`src/axis_pkg.sv`:
```
package axis_pkg;

   // --------------------------------------------------
   // switch side stream types
   // --------------------------------------------------

   // switch port number
   typedef logic [1:0] port_id_t;

   // one beat as it arrives from the switch
   // pid is only meaningful on the first beat of a packet
   typedef struct packed {
      logic [63:0] tdata;
      logic [7:0]  tkeep;
      logic        tlast;
      port_id_t    tid;
      logic [15:0] pid;
   } axis_beat_t;

   // user field sent back with every outgoing beat
   typedef struct packed {
      logic [15:0] pid;
      logic        trunc_enable;
      logic [15:0] trunc_length;
      logic        rss_enable;
      logic [11:0] rss_entropy;
   } egress_tuser_t;

   // one beat as it leaves towards the switch
   typedef struct packed {
      logic [63:0]   tdata;
      logic [7:0]    tkeep;
      logic          tlast;
      port_id_t      tdest;
      egress_tuser_t tuser;
   } axis_out_t;

endpackage : axis_pkg

```
`src/p4_app_pkg.sv`:
```
package p4_app_pkg;

   import axis_pkg::*;

   localparam int NUM_PORTS = 4;

   // --------------------------------------------------
   // per-packet metadata carried through the pipeline
   // --------------------------------------------------

   typedef struct packed {
      logic [15:0] pid;
      port_id_t    ingress_port;
      port_id_t    egress_port;
      logic        trunc_enable;
      logic [15:0] trunc_length;
      logic        rss_enable;
      logic [11:0] rss_entropy;
   } user_metadata_t;

   // payload between the pipeline stages
   typedef struct packed {
      logic [63:0]    tdata;
      logic [7:0]     tkeep;
      logic           tlast;
      user_metadata_t meta;
   } meta_beat_t;

   // --------------------------------------------------
   // register map
   // --------------------------------------------------

   typedef enum logic [7:0] {
      REG_TRUNC_CFG = 8'h00,
      REG_RSS_CFG   = 8'h04,
      REG_PORT_MAP  = 8'h08
   } reg_addr_e;

   // register bits 0, 1 and 31:16
   typedef struct packed {
      logic        override_en;
      logic        trunc_enable;
      logic [15:0] trunc_length;
   } trunc_cfg_t;

   // register bits 0, 1 and 27:16
   typedef struct packed {
      logic        override_en;
      logic        rss_enable;
      logic [11:0] rss_entropy;
   } rss_cfg_t;

   // entry i sits in register bits 2i+1:2i
   typedef port_id_t [NUM_PORTS-1:0] port_map_t;

   // identity map, entry i sends to port i
   localparam port_map_t PORT_MAP_RESET = {2'd3, 2'd2, 2'd1, 2'd0};

   typedef struct packed {
      logic [7:0]  addr;
      logic        wr;
      logic [31:0] wdata;
   } reg_req_t;

endpackage : p4_app_pkg

```
`src/egress_lookup.sv`:
```
module egress_lookup
   import axis_pkg::*;
   import p4_app_pkg::*;
(
   input  logic       core_clk,
   input  logic       reset,
   input  port_map_t  port_map,
   input  logic       in_valid,
   input  meta_beat_t in_beat,
   input  logic       out_ready,
   output logic       in_ready,
   output logic       out_valid,
   output meta_beat_t out_beat
);

   logic     sop;
   logic     in_fire;
   port_id_t egress_new;
   port_id_t egress_q;
   port_id_t beat_egress;

   assign in_ready = !out_valid || out_ready;
   assign in_fire  = in_valid && in_ready;

   // --------------------------------------------------
   // port map lookup
   // --------------------------------------------------

   // map entry for the packet's ingress port
   assign egress_new = port_map[in_beat.meta.ingress_port];

   // later beats keep the port chosen at start of packet,
   // so a map write mid-packet cannot split it
   assign beat_egress = sop ? egress_new : egress_q;

   always_ff @(posedge core_clk) begin
      if (reset) begin
         sop       <= 1'b1;
         out_valid <= 1'b0;
      end else begin
         if (in_ready) out_valid <= in_valid;
         if (in_fire)  sop       <= in_beat.tlast;
      end
   end

   always_ff @(posedge core_clk) begin
      if (in_fire) begin
         out_beat                  <= in_beat;
         out_beat.meta.egress_port <= beat_egress;
         if (sop) egress_q <= egress_new;
      end
   end

endmodule : egress_lookup

```
`src/meta_ingress.sv`:
```
module meta_ingress
   import axis_pkg::*;
   import p4_app_pkg::*;
(
   input  logic       core_clk,
   input  logic       reset,
   input  logic       in_valid,
   input  axis_beat_t in_beat,
   output logic       in_ready,
   output logic       out_valid,
   output meta_beat_t out_beat,
   input  logic       out_ready
);

   logic           sop;
   logic           in_fire;
   user_metadata_t meta_new;
   user_metadata_t meta_q;
   user_metadata_t beat_meta;

   // output register is free or drains this cycle
   assign in_ready = !out_valid || out_ready;
   assign in_fire  = in_valid && in_ready;

   // --------------------------------------------------
   // metadata built from the first beat
   // --------------------------------------------------

   always_comb begin
      meta_new              = '0;
      meta_new.pid          = in_beat.pid;
      meta_new.ingress_port = in_beat.tid;
      // default egress is back out the ingress port
      meta_new.egress_port  = in_beat.tid;
   end

   assign beat_meta = sop ? meta_new : meta_q;

   always_ff @(posedge core_clk) begin
      if (reset) begin
         sop       <= 1'b1;
         out_valid <= 1'b0;
      end else begin
         if (in_ready) out_valid <= in_valid;
         if (in_fire)  sop       <= in_beat.tlast;
      end
   end

   // payload and latched metadata
   always_ff @(posedge core_clk) begin
      if (in_fire) begin
         out_beat.tdata <= in_beat.tdata;
         out_beat.tkeep <= in_beat.tkeep;
         out_beat.tlast <= in_beat.tlast;
         out_beat.meta  <= beat_meta;
         if (sop) meta_q <= meta_new;
      end
   end

endmodule : meta_ingress

```
`src/meta_override.sv`:
```
module meta_override
   import axis_pkg::*;
   import p4_app_pkg::*;
(
   input  logic       core_clk,
   input  logic       reset,
   input  trunc_cfg_t trunc_cfg,
   input  rss_cfg_t   rss_cfg,
   input  logic       in_valid,
   input  meta_beat_t in_beat,
   output logic       in_ready,
   output logic       out_valid,
   output axis_out_t  out_beat,
   input  logic       out_ready
);

   logic          in_fire;
   egress_tuser_t tuser;

   assign in_ready = !out_valid || out_ready;
   assign in_fire  = in_valid && in_ready;

   // --------------------------------------------------
   // register overrides, read live
   // --------------------------------------------------

   always_comb begin
      tuser.pid = in_beat.meta.pid;

      if (trunc_cfg.override_en) begin
         tuser.trunc_enable = trunc_cfg.trunc_enable;
         tuser.trunc_length = trunc_cfg.trunc_length;
      end else begin
         tuser.trunc_enable = in_beat.meta.trunc_enable;
         tuser.trunc_length = in_beat.meta.trunc_length;
      end

      // hash steering is independent of truncation
      if (rss_cfg.override_en) begin
         tuser.rss_enable  = rss_cfg.rss_enable;
         tuser.rss_entropy = rss_cfg.rss_entropy;
      end else begin
         tuser.rss_enable  = in_beat.meta.rss_enable;
         tuser.rss_entropy = in_beat.meta.rss_entropy;
      end
   end

   always_ff @(posedge core_clk) begin
      if (reset) out_valid <= 1'b0;
      else if (in_ready) out_valid <= in_valid;
   end

   // outgoing beat, held while the switch stalls
   always_ff @(posedge core_clk) begin
      if (in_fire) begin
         out_beat.tdata <= in_beat.tdata;
         out_beat.tkeep <= in_beat.tkeep;
         out_beat.tlast <= in_beat.tlast;
         out_beat.tdest <= in_beat.meta.egress_port;
         out_beat.tuser <= tuser;
      end
   end

endmodule : meta_override

```
`src/p4_app.sv`:
```
module p4_app
   import axis_pkg::*;
   import p4_app_pkg::*;
(
   input  logic        core_clk,
   input  logic        reset,

   input  reg_req_t    reg_req,
   input  logic        reg_req_valid,
   output logic        reg_ack,
   output logic [31:0] reg_rdata,

   input  logic        in_valid,
   input  axis_beat_t  in_beat,
   output logic        in_ready,
   output logic        out_valid,
   output axis_out_t   out_beat,
   input  logic        out_ready
);

   trunc_cfg_t trunc_cfg;
   rss_cfg_t   rss_cfg;
   port_map_t  port_map;

   // stage 1 to stage 2
   logic       ingress_valid;
   logic       ingress_ready;
   meta_beat_t ingress_beat;

   // stage 2 to stage 3
   logic       lookup_valid;
   logic       lookup_ready;
   meta_beat_t lookup_beat;

   // --------------------------------------------------
   // registers
   // --------------------------------------------------

   p4_app_reg_blk p4_app_reg_blk_i (
      .core_clk      (core_clk),
      .reset         (reset),
      .reg_req       (reg_req),
      .reg_req_valid (reg_req_valid),
      .reg_ack       (reg_ack),
      .reg_rdata     (reg_rdata),
      .trunc_cfg     (trunc_cfg),
      .rss_cfg       (rss_cfg),
      .port_map      (port_map)
   );

   // --------------------------------------------------
   // metadata pipeline
   // --------------------------------------------------

   meta_ingress meta_ingress_i (
      .core_clk  (core_clk),
      .reset     (reset),
      .in_valid  (in_valid),
      .in_beat   (in_beat),
      .in_ready  (in_ready),
      .out_valid (ingress_valid),
      .out_beat  (ingress_beat),
      .out_ready (ingress_ready)
   );

   egress_lookup egress_lookup_i (
      .core_clk  (core_clk),
      .reset     (reset),
      .port_map  (port_map),
      .in_valid  (ingress_valid),
      .in_beat   (ingress_beat),
      .in_ready  (ingress_ready),
      .out_valid (lookup_valid),
      .out_beat  (lookup_beat),
      .out_ready (lookup_ready)
   );

   meta_override meta_override_i (
      .core_clk  (core_clk),
      .reset     (reset),
      .trunc_cfg (trunc_cfg),
      .rss_cfg   (rss_cfg),
      .in_valid  (lookup_valid),
      .in_beat   (lookup_beat),
      .in_ready  (lookup_ready),
      .out_valid (out_valid),
      .out_beat  (out_beat),
      .out_ready (out_ready)
   );

endmodule : p4_app

```
`src/p4_app_reg_blk.sv`:
```
module p4_app_reg_blk
   import p4_app_pkg::*;
(
   input  logic        core_clk,
   input  logic        reset,
   input  reg_req_t    reg_req,
   input  logic        reg_req_valid,
   output logic        reg_ack,
   output logic [31:0] reg_rdata,
   output trunc_cfg_t  trunc_cfg,
   output rss_cfg_t    rss_cfg,
   output port_map_t   port_map
);

   typedef enum logic [1:0] {
      ST_IDLE,
      ST_ACK,
      ST_WAIT_LOW
   } reg_state_e;

   reg_state_e  state;
   logic        req_take;
   logic [31:0] rd_mux;

   // a new request is taken only while ack is low
   assign req_take = (state == ST_IDLE) && reg_req_valid;
   assign reg_ack  = (state != ST_IDLE);

   // --------------------------------------------------
   // four-phase handshake
   // --------------------------------------------------

   always_ff @(posedge core_clk) begin
      if (reset) begin
         state <= ST_IDLE;
      end else begin
         case (state)
            ST_IDLE: begin
               if (reg_req_valid) state <= ST_ACK;
            end
            // ack stays up until the master lets go of req
            ST_ACK, ST_WAIT_LOW: begin
               if (!reg_req_valid) state <= ST_IDLE;
               else                state <= ST_WAIT_LOW;
            end
            default: state <= ST_IDLE;
         endcase
      end
   end

   // --------------------------------------------------
   // register writes
   // --------------------------------------------------

   always_ff @(posedge core_clk) begin
      if (reset) begin
         trunc_cfg <= '0;
         rss_cfg   <= '0;
         port_map  <= PORT_MAP_RESET;
      end else if (req_take && reg_req.wr) begin
         case (reg_req.addr)
            REG_TRUNC_CFG: begin
               trunc_cfg.override_en  <= reg_req.wdata[0];
               trunc_cfg.trunc_enable <= reg_req.wdata[1];
               trunc_cfg.trunc_length <= reg_req.wdata[31:16];
            end
            REG_RSS_CFG: begin
               rss_cfg.override_en <= reg_req.wdata[0];
               rss_cfg.rss_enable  <= reg_req.wdata[1];
               rss_cfg.rss_entropy <= reg_req.wdata[27:16];
            end
            REG_PORT_MAP: port_map <= reg_req.wdata[7:0];
            // unknown address, acknowledged but dropped
            default: ;
         endcase
      end
   end

   // read data packing, unknown addresses read as zero
   always_comb begin
      rd_mux = '0;
      case (reg_req.addr)
         REG_TRUNC_CFG: rd_mux = {trunc_cfg.trunc_length, 14'd0,
                                  trunc_cfg.trunc_enable, trunc_cfg.override_en};
         REG_RSS_CFG:   rd_mux = {4'd0, rss_cfg.rss_entropy, 14'd0,
                                  rss_cfg.rss_enable, rss_cfg.override_en};
         REG_PORT_MAP:  rd_mux = {24'd0, port_map};
         default:       rd_mux = '0;
      endcase
   end

   // captured with the request, valid while ack is high
   always_ff @(posedge core_clk) begin
      if (req_take) reg_rdata <= rd_mux;
   end

endmodule : p4_app_reg_blk
```
`config.mk`:
```
export PLATFORM = sky130hd
export DESIGN_NAME = p4_app
export DESIGN_NICKNAME = d
export VERILOG_FILES = /design/src/axis_pkg.sv /design/src/p4_app_pkg.sv /design/src/egress_lookup.sv /design/src/meta_ingress.sv /design/src/meta_override.sv /design/src/p4_app.sv /design/src/p4_app_reg_blk.sv
export SDC_FILE = /design/constraint.sdc
export NUM_CORES = 1
export LEC_CHECK = 0
export BUFFER_PORTS_ARGS = -buffer_cell sky130_fd_sc_hd__buf_2
export CAP_MARGIN = 40
export CORE_ASPECT_RATIO = 1.4
export CORE_MARGIN = 5
export CORE_UTILIZATION = 49
export DETAILED_ROUTE_END_ITERATION = 7
export PLACE_DENSITY_LB_ADDON = 0.08
export REMOVE_ABC_BUFFERS = 1
export SETUP_SLACK_MARGIN = 0.02
export SLEW_MARGIN = 20
export SYNTH_ARGS = -nofsm -noshare
export SYNTH_HDL_FRONTEND = slang
export SYNTH_HIERARCHICAL = 1
export SYNTH_SLANG_ARGS = --single-unit
```
`constraint.sdc`:
```
create_clock -name core_clk -period 4.2 [get_ports core_clk]
set_clock_uncertainty 0.2 [all_clocks]
set_input_delay 0.84 -clock core_clk [delete_from_list [all_inputs] [get_ports core_clk]]
set_output_delay 0.84 -clock core_clk [all_outputs]
set_load 0.005 [all_outputs]
```
=== After elaboration in Yosys (flattened, before gate mapping) ===
Cells that the tools add are included.

* Bits in registers: 384
* Input bits: 137
* Output and inout bits: 156
* Word-level logic and storage cells: 70

* Magnitude comparators: 1
* Equality and inequality tests: 5
* Mux-type cells: 7
* Reductions and logical operators: 20

{| class="wikitable"
|+ Operator list
! kind !! number
|-
| one-hot mux 32 bit (3 select lines) || 1
|-
| 2-to-1 mux 50 bit || 1
|-
| AND reduction 2 bit || 5
|-
| == test 8 x 3 -> 1 bit (second input constant) || 1
|-
| == test 8 x 4 -> 1 bit (second input constant) || 1
|-
| zero test 8 bit || 1
|-
| 2-to-1 mux 2 bit || 3
|-
| logical AND 1 bit || 5
|-
| binary-select mux 2 bit (select 2 bit) || 1
|-
| one-hot mux 2 bit (2 select lines) || 1
|-
| zero test 1 bit || 3
|-
| logical OR 1 bit || 3
|-
| < comparator 2 x 3 -> 1 bit (second input constant) || 1
|-
| == test 2 x 1 -> 1 bit (second input constant) || 1
|-
| == test 2 bit (second input constant) || 1
|-
| zero test 2 bit || 1
|-
| inequality test 2 bit (second input constant) || 1
|-
| nonzero test 2 bit || 1
|-
| OR reduction 2 bit || 1
|}

=== Depth between registers and ports, before layout ===
Gate-level depths: netlist of the first run.

* Depth in word-level cells: 6
* Gate-level depth with buffers: 8
* Gate-level depth less buffers: 5

=== Modules after synthesis ===
The synthesis of the first run kept the hierarchy.

{| class="wikitable"
|+ By module, submodules not included
! module !! instances !! cells each !! area an instance (sq um) !! sequential area each (sq um)
|-
| meta_override || 1 || 159 || 4092.7 || 3653.5
|-
| egress_lookup || 1 || 135 || 3836.2 || 3733.6
|-
| meta_ingress || 1 || 134 || 3070.4 || 2772.7
|-
| p4_app_reg_blk || 1 || 265 || 2967.8 || 1561.5
|}

=== Worst setup path before layout of the first run ===
No wires, ideal clock.

* Kind: input-to-reg
* Start point: input out_ready
* End point: register, netlist name egress_lookup_i/out_beat[0]
* Library setup time: 0.494 ns
* Arrival time: 3.891 ns
* Data required time: 3.506 ns
* Setup slack: -0.386 ns
* Stages: 3
* Path buffers: 0
* Cell sequence: nand2b_1 nand2b_4 and2_1

{| class="wikitable"
|+ RTL lines
! item !! RTL line !! RTL
|-
| from (decl) || p4_app.sv:18 || <nowiki>input logic out_ready</nowiki>
|}

=== Worst setup path after layout of the first run ===
* Start point: input out_ready
* End point: output in_ready

* Word-level cells in the longest chain between the ends: 3

{| class="wikitable"
|+ Ends and longest elaborated chain
! item !! RTL line !! RTL
|-
| logical OR 1 bit || meta_override.sv:20 || <nowiki>assign in_ready = !out_valid || out_ready;</nowiki>
|-
| via lookup_ready || p4_app.sv:32 || <nowiki>logic lookup_ready;</nowiki>
|-
| logical OR 1 bit || egress_lookup.sv:22 || <nowiki>assign in_ready = !out_valid || out_ready;</nowiki>
|-
| via ingress_ready || p4_app.sv:27 || <nowiki>logic ingress_ready;</nowiki>
|-
| logical OR 1 bit || meta_ingress.sv:22 || <nowiki>assign in_ready = !out_valid || out_ready;</nowiki>
|-
| to (decl) || p4_app.sv:15 || <nowiki>output logic in_ready,</nowiki>
|}

The timed path passes the listed nets, and every way through them passes these cells.

==> results of run 1 <==
-- final cells by class --
type	instances	area share, %
clock buffer	56	6.42
inverter	8	0.179
clock inverter	13	0.744
sequential	404	69.4
timing repair buffer	287	8.98
tap	375	2.79
multi-input combinational	255	11.5
-- per-stage QoR --
stage / setup WS, ns / setup TNS [ns] / power (mW) / hold slack, ns
floorplan: -0.339 / -71.24 / 4.81 / 0.200
global placement: 1.10 / 0 / 4.99 / 0.200
detailed placement: 1.08 / 0 / 5.00 / 0.205
CTS: 1.57 / 0 / 8.34 / 0.210
global route: 1.43 / 0 / 8.54 / 0.218
finish: 1.58 / 0 / 8.20 / 0.209
-- critical path, stage by stage --
cell and delay [ns]:
buf_2 0.10, nand2b_1 0.16, nand2b_4 0.17, nand2b_4 0.16, buf_2 0.15
-- how the worst max path moves through the flow --
stage,startpoint,end,slack (ns),cells past startpoint
floorplan,out_ready,egress_lookup_i/out_beat[0],-0.34,3
global placement,reg_req[38],p4_app_reg_blk_i/trunc_cfg[10],1.10,5
detailed placement,reg_req[38],p4_app_reg_blk_i/reg_rdata[19],1.08,4
CTS,out_ready,in_ready,1.57,5
global route,reg_req[38],p4_app_reg_blk_i/reg_rdata[17],1.43,4
finish,out_ready,in_ready,1.58,5
-- sequential cells by signal, indices dropped and copies added, names as in the netlist, 8 cells and up --
name                        cells
p4_app_reg_blk_i/port_map       8
meta_override_i/out_beat      121
egress_lookup_i/out_beat      119
p4_app_reg_blk_i/rss_cfg       14
meta_ingress_i/out_beat        73
p4_app_reg_blk_i/trunc_cfg     18
p4_app_reg_blk_i/reg_rdata     24
meta_ingress_i/meta_q          18
-- report_power, final --
part / internal (mW) / total [mW] / switching [mW]
combinational: 0.125 / 0.307 / 0.182
clock: 1.92 / 3.29 / 1.38
sequential: 4.56 / 4.60 / 0.0401
total: 6.60 / 8.20 / 1.60
-- per-layer routing --
layer | vias up | part of all wire (%) | wire (um)
met1 | 3212 | 37 | 9130
met2 | 222 | 52 | 12800
met4 | 2 | 2.0 | 493
met5 | - | 0.081 | 20
li1 | 3148 | - | -
met3 | 35 | 9.0 | 2210
-- layout by cell type (no fill, tap or decap), types with 7 or more instances in the layout --
master	n
a21oi_1	10
and3_1	12
buf_2	276
clkbuf_1	13
clkbuf_16	39
conb_1	38
dfxtp_1	47
edfxtp_1	357
inv_1	8
mux2_2	20
mux2_4	10
mux2i_1	48
nand2b_1	45
nand4_1	7
nor2_1	24
==> impl_metrics.toml, run 1 <==
[outcome]
status = "finished clean"

[power]
ir_drop_mv = 0.347
p_per_area_nw_per_um2 = 488
p_leak_nw = 6.38

[final_layout]
num-fill-cells = 2151
postLayoutCoreUtil_pct = 59.6
design.final.nets = 1135
stdcell_count = 1398
fin_area_um2 = 16800
multi_input_area_um2 = 1940
drive_gt1_share_pct = 37.0
diodes = 0
area_growth_pct = 20.9
seqCellArea_um2 = 11700

[die]
start_util_pct = 49.3
num_rows = 73
core_um2 = 28200
io_pins = 293
die_h_um = 209
fp.dieArea_um2 = 31900
die_w_um = 152

[timing]
min_period_ns = 2.62
period_share_pct = 62.3
timing.fmax_mhz = 382
slew_violations = 0
hold_violations = 0
worst_slew_pin_slew_ns = 0.814
finalSetupViolations = 0
max-slew-margin-rel_pct = 45.3
grt_setup_unrepaired = "no"

[clocking]
cts_setup_buffers = 0
cts_repair_resize_count = 0
clock_path_buffers = 3
cts_made_buffers = 39
clk_latency_ns = 0.52
numClockSinks = 404
ctsHoldBuffers = 0
tritoncts = "yes"
cts-root-buf = "clkbuf_16"
cts_htree_levels = 2
clk_pin_slew_ns = 0.06

[global_route]
grt_pass1_vias = 6739
grt_start_max_net_pins = 72
use_met2_pct = 26.3
use_met1_pct = 17.4
antenna_found_initial = 1
grt_usage_pct = 15.3
met3_usage_pct = 6.21
grt_pass1_wl_um = 37700
grt-busiest-layer = "met2"
grt_overflow_total = 0

[setup_path]
worst_r2r_path_depth = 6
r2r-end = "p4_app_reg_blk_i/rss_cfg[8]"
r2r_start = "p4_app_reg_blk_i/state[0]"
end_kind = "primary output"
critical_path_class = "input pin to primary output"
start_kind = "input pin"
worstPathMaxFanout = 5
cp.required_ns = 3.16
r2r_slack_ns = 1.94
arrival_ns = 1.58

[place]
gp_congestion = 0.788
portBuffers = 276
dpl.cell_count = 1329
place_area_um2 = 15600
place_hpwl_um = 16100

[detailed_routing]
drt_iter0_markers = 268
wire_per_inst_um = 17.6
drtAntennaViolNets = 0
via_count = 6619
drc = 0
drt_pass1_iterations = 4
postRouteWirelength_um = 24600
via_per_inst = 4.73

[logic_synthesis]
syn_inst = 691
avgSynthCellArea_um2 = 20.1
syn_area_um2 = 13900
yosysWarningCount = 6

[min_path]
holdCritStartpoint = "egress_lookup_i/out_beat[103]"
worstHoldEndpoint = "meta_override_i/out_beat[101]"
hold_path.class = "flip-flop to flip-flop"
min_path_cells = 0

[flow_run]
max-cap-violations = 0
Power figures use the tool's default switching activity.
==> run 2: changes to the inputs <==
==> constraint.sdc (replaced) <==
create_clock -name core_clk -period 2.3 [get_ports core_clk]
set_clock_uncertainty 0.2 [all_clocks]
set_input_delay 0.46 -clock core_clk [delete_from_list [all_inputs] [get_ports core_clk]]
set_output_delay 0.46 -clock core_clk [all_outputs]
set_load 0.005 [all_outputs]
==> run 2 against run 1 <==
Net effect:
- register-to-register slack worse by 1.6 ns
- sequential power increased by 83%
- clock power increased by 80%
- combinational power grew 140%
- critical endpoint unchanged
==> impl_metrics.toml, run 2 (synthesis gave the netlist of run 1 again) <==
[final_layout]
area_growth_pct = 29.2
design.final.nets = 1253
drive_gt1_share_pct = 34.9
largest_register_ffs = 121
multi_input_area_um2 = 1940
diodes = 0
largest_register = "meta_override_i/out_beat"
reg.largest.list = "meta_override_i/out_beat: 121 flops, egress_lookup_i/out_beat: 119 flops, meta_ingress_i/out_beat: 73 flops"
final_cell_mix = "357 x edfxtp_1, 276 x buf_2, 100 x dlygate4sd3_1"
fin_area_um2 = 18000
num-fill-cells = 1988
final_common_cell = "edfxtp_1"
seqCellArea_um2 = 11700

[clocking]
cts-root-buf = "clkbuf_16"
cts_setup_buffers = 0
tritoncts = "yes"
cts_made_buffers = 38
cts_htree_levels = 2
clk_pin_slew_ns = 0.06
ctsHoldBuffers = 100
cts_repair_resize_count = 0
clk_latency_ns = 0.53
numClockSinks = 404
clock_path_buffers = 3

[power]
switching_power_mw = 3.00
sw_frac_of_total_pct = 20.0
p_per_area_nw_per_um2 = 837
combinationalPowerShare_pct = 4.8
p_seq_share_pct = 55.9
clock_power_share_pct = 39.3
p_leak_nw = 6.88
power.total_mw = 15.0
p_int_mw = 12.0
ir_drop_mv = 0.755

[setup_path]
cp.required_ns = 1.64
worst_r2r_path_depth = 6
worstPathMaxFanout = 5
r2r_slack_ns = 0.33
start_kind = "flip-flop"
end_kind = "primary output"
crit_end = "in_ready"
critical_path_class = "flip-flop to primary output"
r2r_start = "p4_app_reg_blk_i/state[1]"
critPathSlowestCell = "dfxtp_1"
r2r-end = "p4_app_reg_blk_i/rss_cfg[7]"
crit_start = "meta_override_i/out_valid"
max_stage_delay_ns = 0.33
worstPathCellList = "nand2b_1 > nand2b_4 > nand2b_4 > buf_2"
crit_top_cell = "nand2b_4"
arrival_ns = 1.42

[global_route]
grt_usage_pct = 16.5
grt_overflow_total = 0
grt_start_max_net_pins = 39
grt_pass1_vias = 7517
grt_pass1_wl_um = 41200
antenna_found_initial = 1

[timing]
grt_setup_unrepaired = "no"
hold_violations = 0
finalSetupViolations = 0
worst_slew_pin_slew_ns = 0.509
period_share_pct = 90.5
whs_ns = 0.0248
max-slew-margin-rel_pct = 66.1
min_period_ns = 2.08
timing.fmax_mhz = 480
slew_violations = 0
fin_setup_tns_ns = 0

[die]
fp.dieArea_um2 = 31900
io_pins = 293
num_rows = 73
die_h_um = 209
start_util_pct = 49.3
core_um2 = 28200
die_w_um = 152

[detailed_routing]
postRouteWirelength_um = 26300
wl_met2_um = 13700
drt_iter0_markers = 268
drt_pass1_iterations = 4
wire_per_inst_um = 17.4
via_per_inst = 4.63
via_count = 7017
drtAntennaViolNets = 0
drc = 0
wl_met3_um = 2140
wl_met1_um = 9830
dr.max_layer_used = "met5"

[place]
place_area_um2 = 15800
gp_congestion = 0.770
portBuffers = 276
place_hpwl_um = 17300

[outcome]
status = "finished clean"

[min_path]
holdCritStartpoint = "reg_req[2]"
hold_path.class = "input pin to flip-flop"
min_path_cells = 3

[flow_run]
max-cap-violations = 0
run 2: changes by cell type in the layout (fill, tap and decap cells not counted), moves of 2 or more:
| cell | delta |
|---|---|
| buf_4 | +17 |
| clkinv_1 | +5 |
| buf_12 | +3 |
| clkbuf_8 | -2 |
| clkinvlp_4 | +2 |
| clkbuf_1 | -6 |
| dlygate4sd3_1 | +100 |
run 2: worst min path at each step:
stage	end
after global placement	egress_lookup_i/out_beat[86]
after global routing	p4_app_reg_blk_i/rss_cfg[8]
final	p4_app_reg_blk_i/port_map[2]
after detailed placement	egress_lookup_i/out_beat[117]
after CTS	p4_app_reg_blk_i/trunc_cfg[4]
after floorplan	egress_lookup_i/out_beat[100]
run 2: stage by stage:
step	setup slack (ns)	utilization [%]	instances
5_1_grt	0.111	63.7	1515
4_1_cts	0.179	63.7	1515
3_5_place_dp	0.116	55.9	1348
2_1_floorplan	-1.86	-	667
6_report	0.218	63.7	1515
3_3_place_gp	0.155	55.9	1348
run 2: per-layer routing:
layer	GRT usage, %	vias to the layer above
met5	0	-
met4	5.15	2
met3	5.75	51
met2	29.5	226
met1	18.6	3356
li1	-	3382
run 2: cell type report:
class                   instances  area share (%)
well taps                     375            2.61
clock buffers                  47            5.59
clock inverters                20           0.940
flip-flops and latches        404            64.9
inverters                       8           0.167
multi-input cells             255            10.8
repair buffers                406            15.0
run 2: critical path: cells and delay by family (launching register included):
kind	cells	cell delay (ns)
buf+inv	1	0.15
flops	1	0.33
simple gates	3	0.42
run 2: power by group through the flow:
stage	combinational [mW]	sequential, mW	clock (mW)
after floorplan	0.206	8.57	0
after global placement	0.594	8.54	0
after detailed placement	0.599	8.56	0
after CTS	0.736	8.40	6.10
after global routing	0.799	8.42	6.36
final	0.725	8.40	5.91
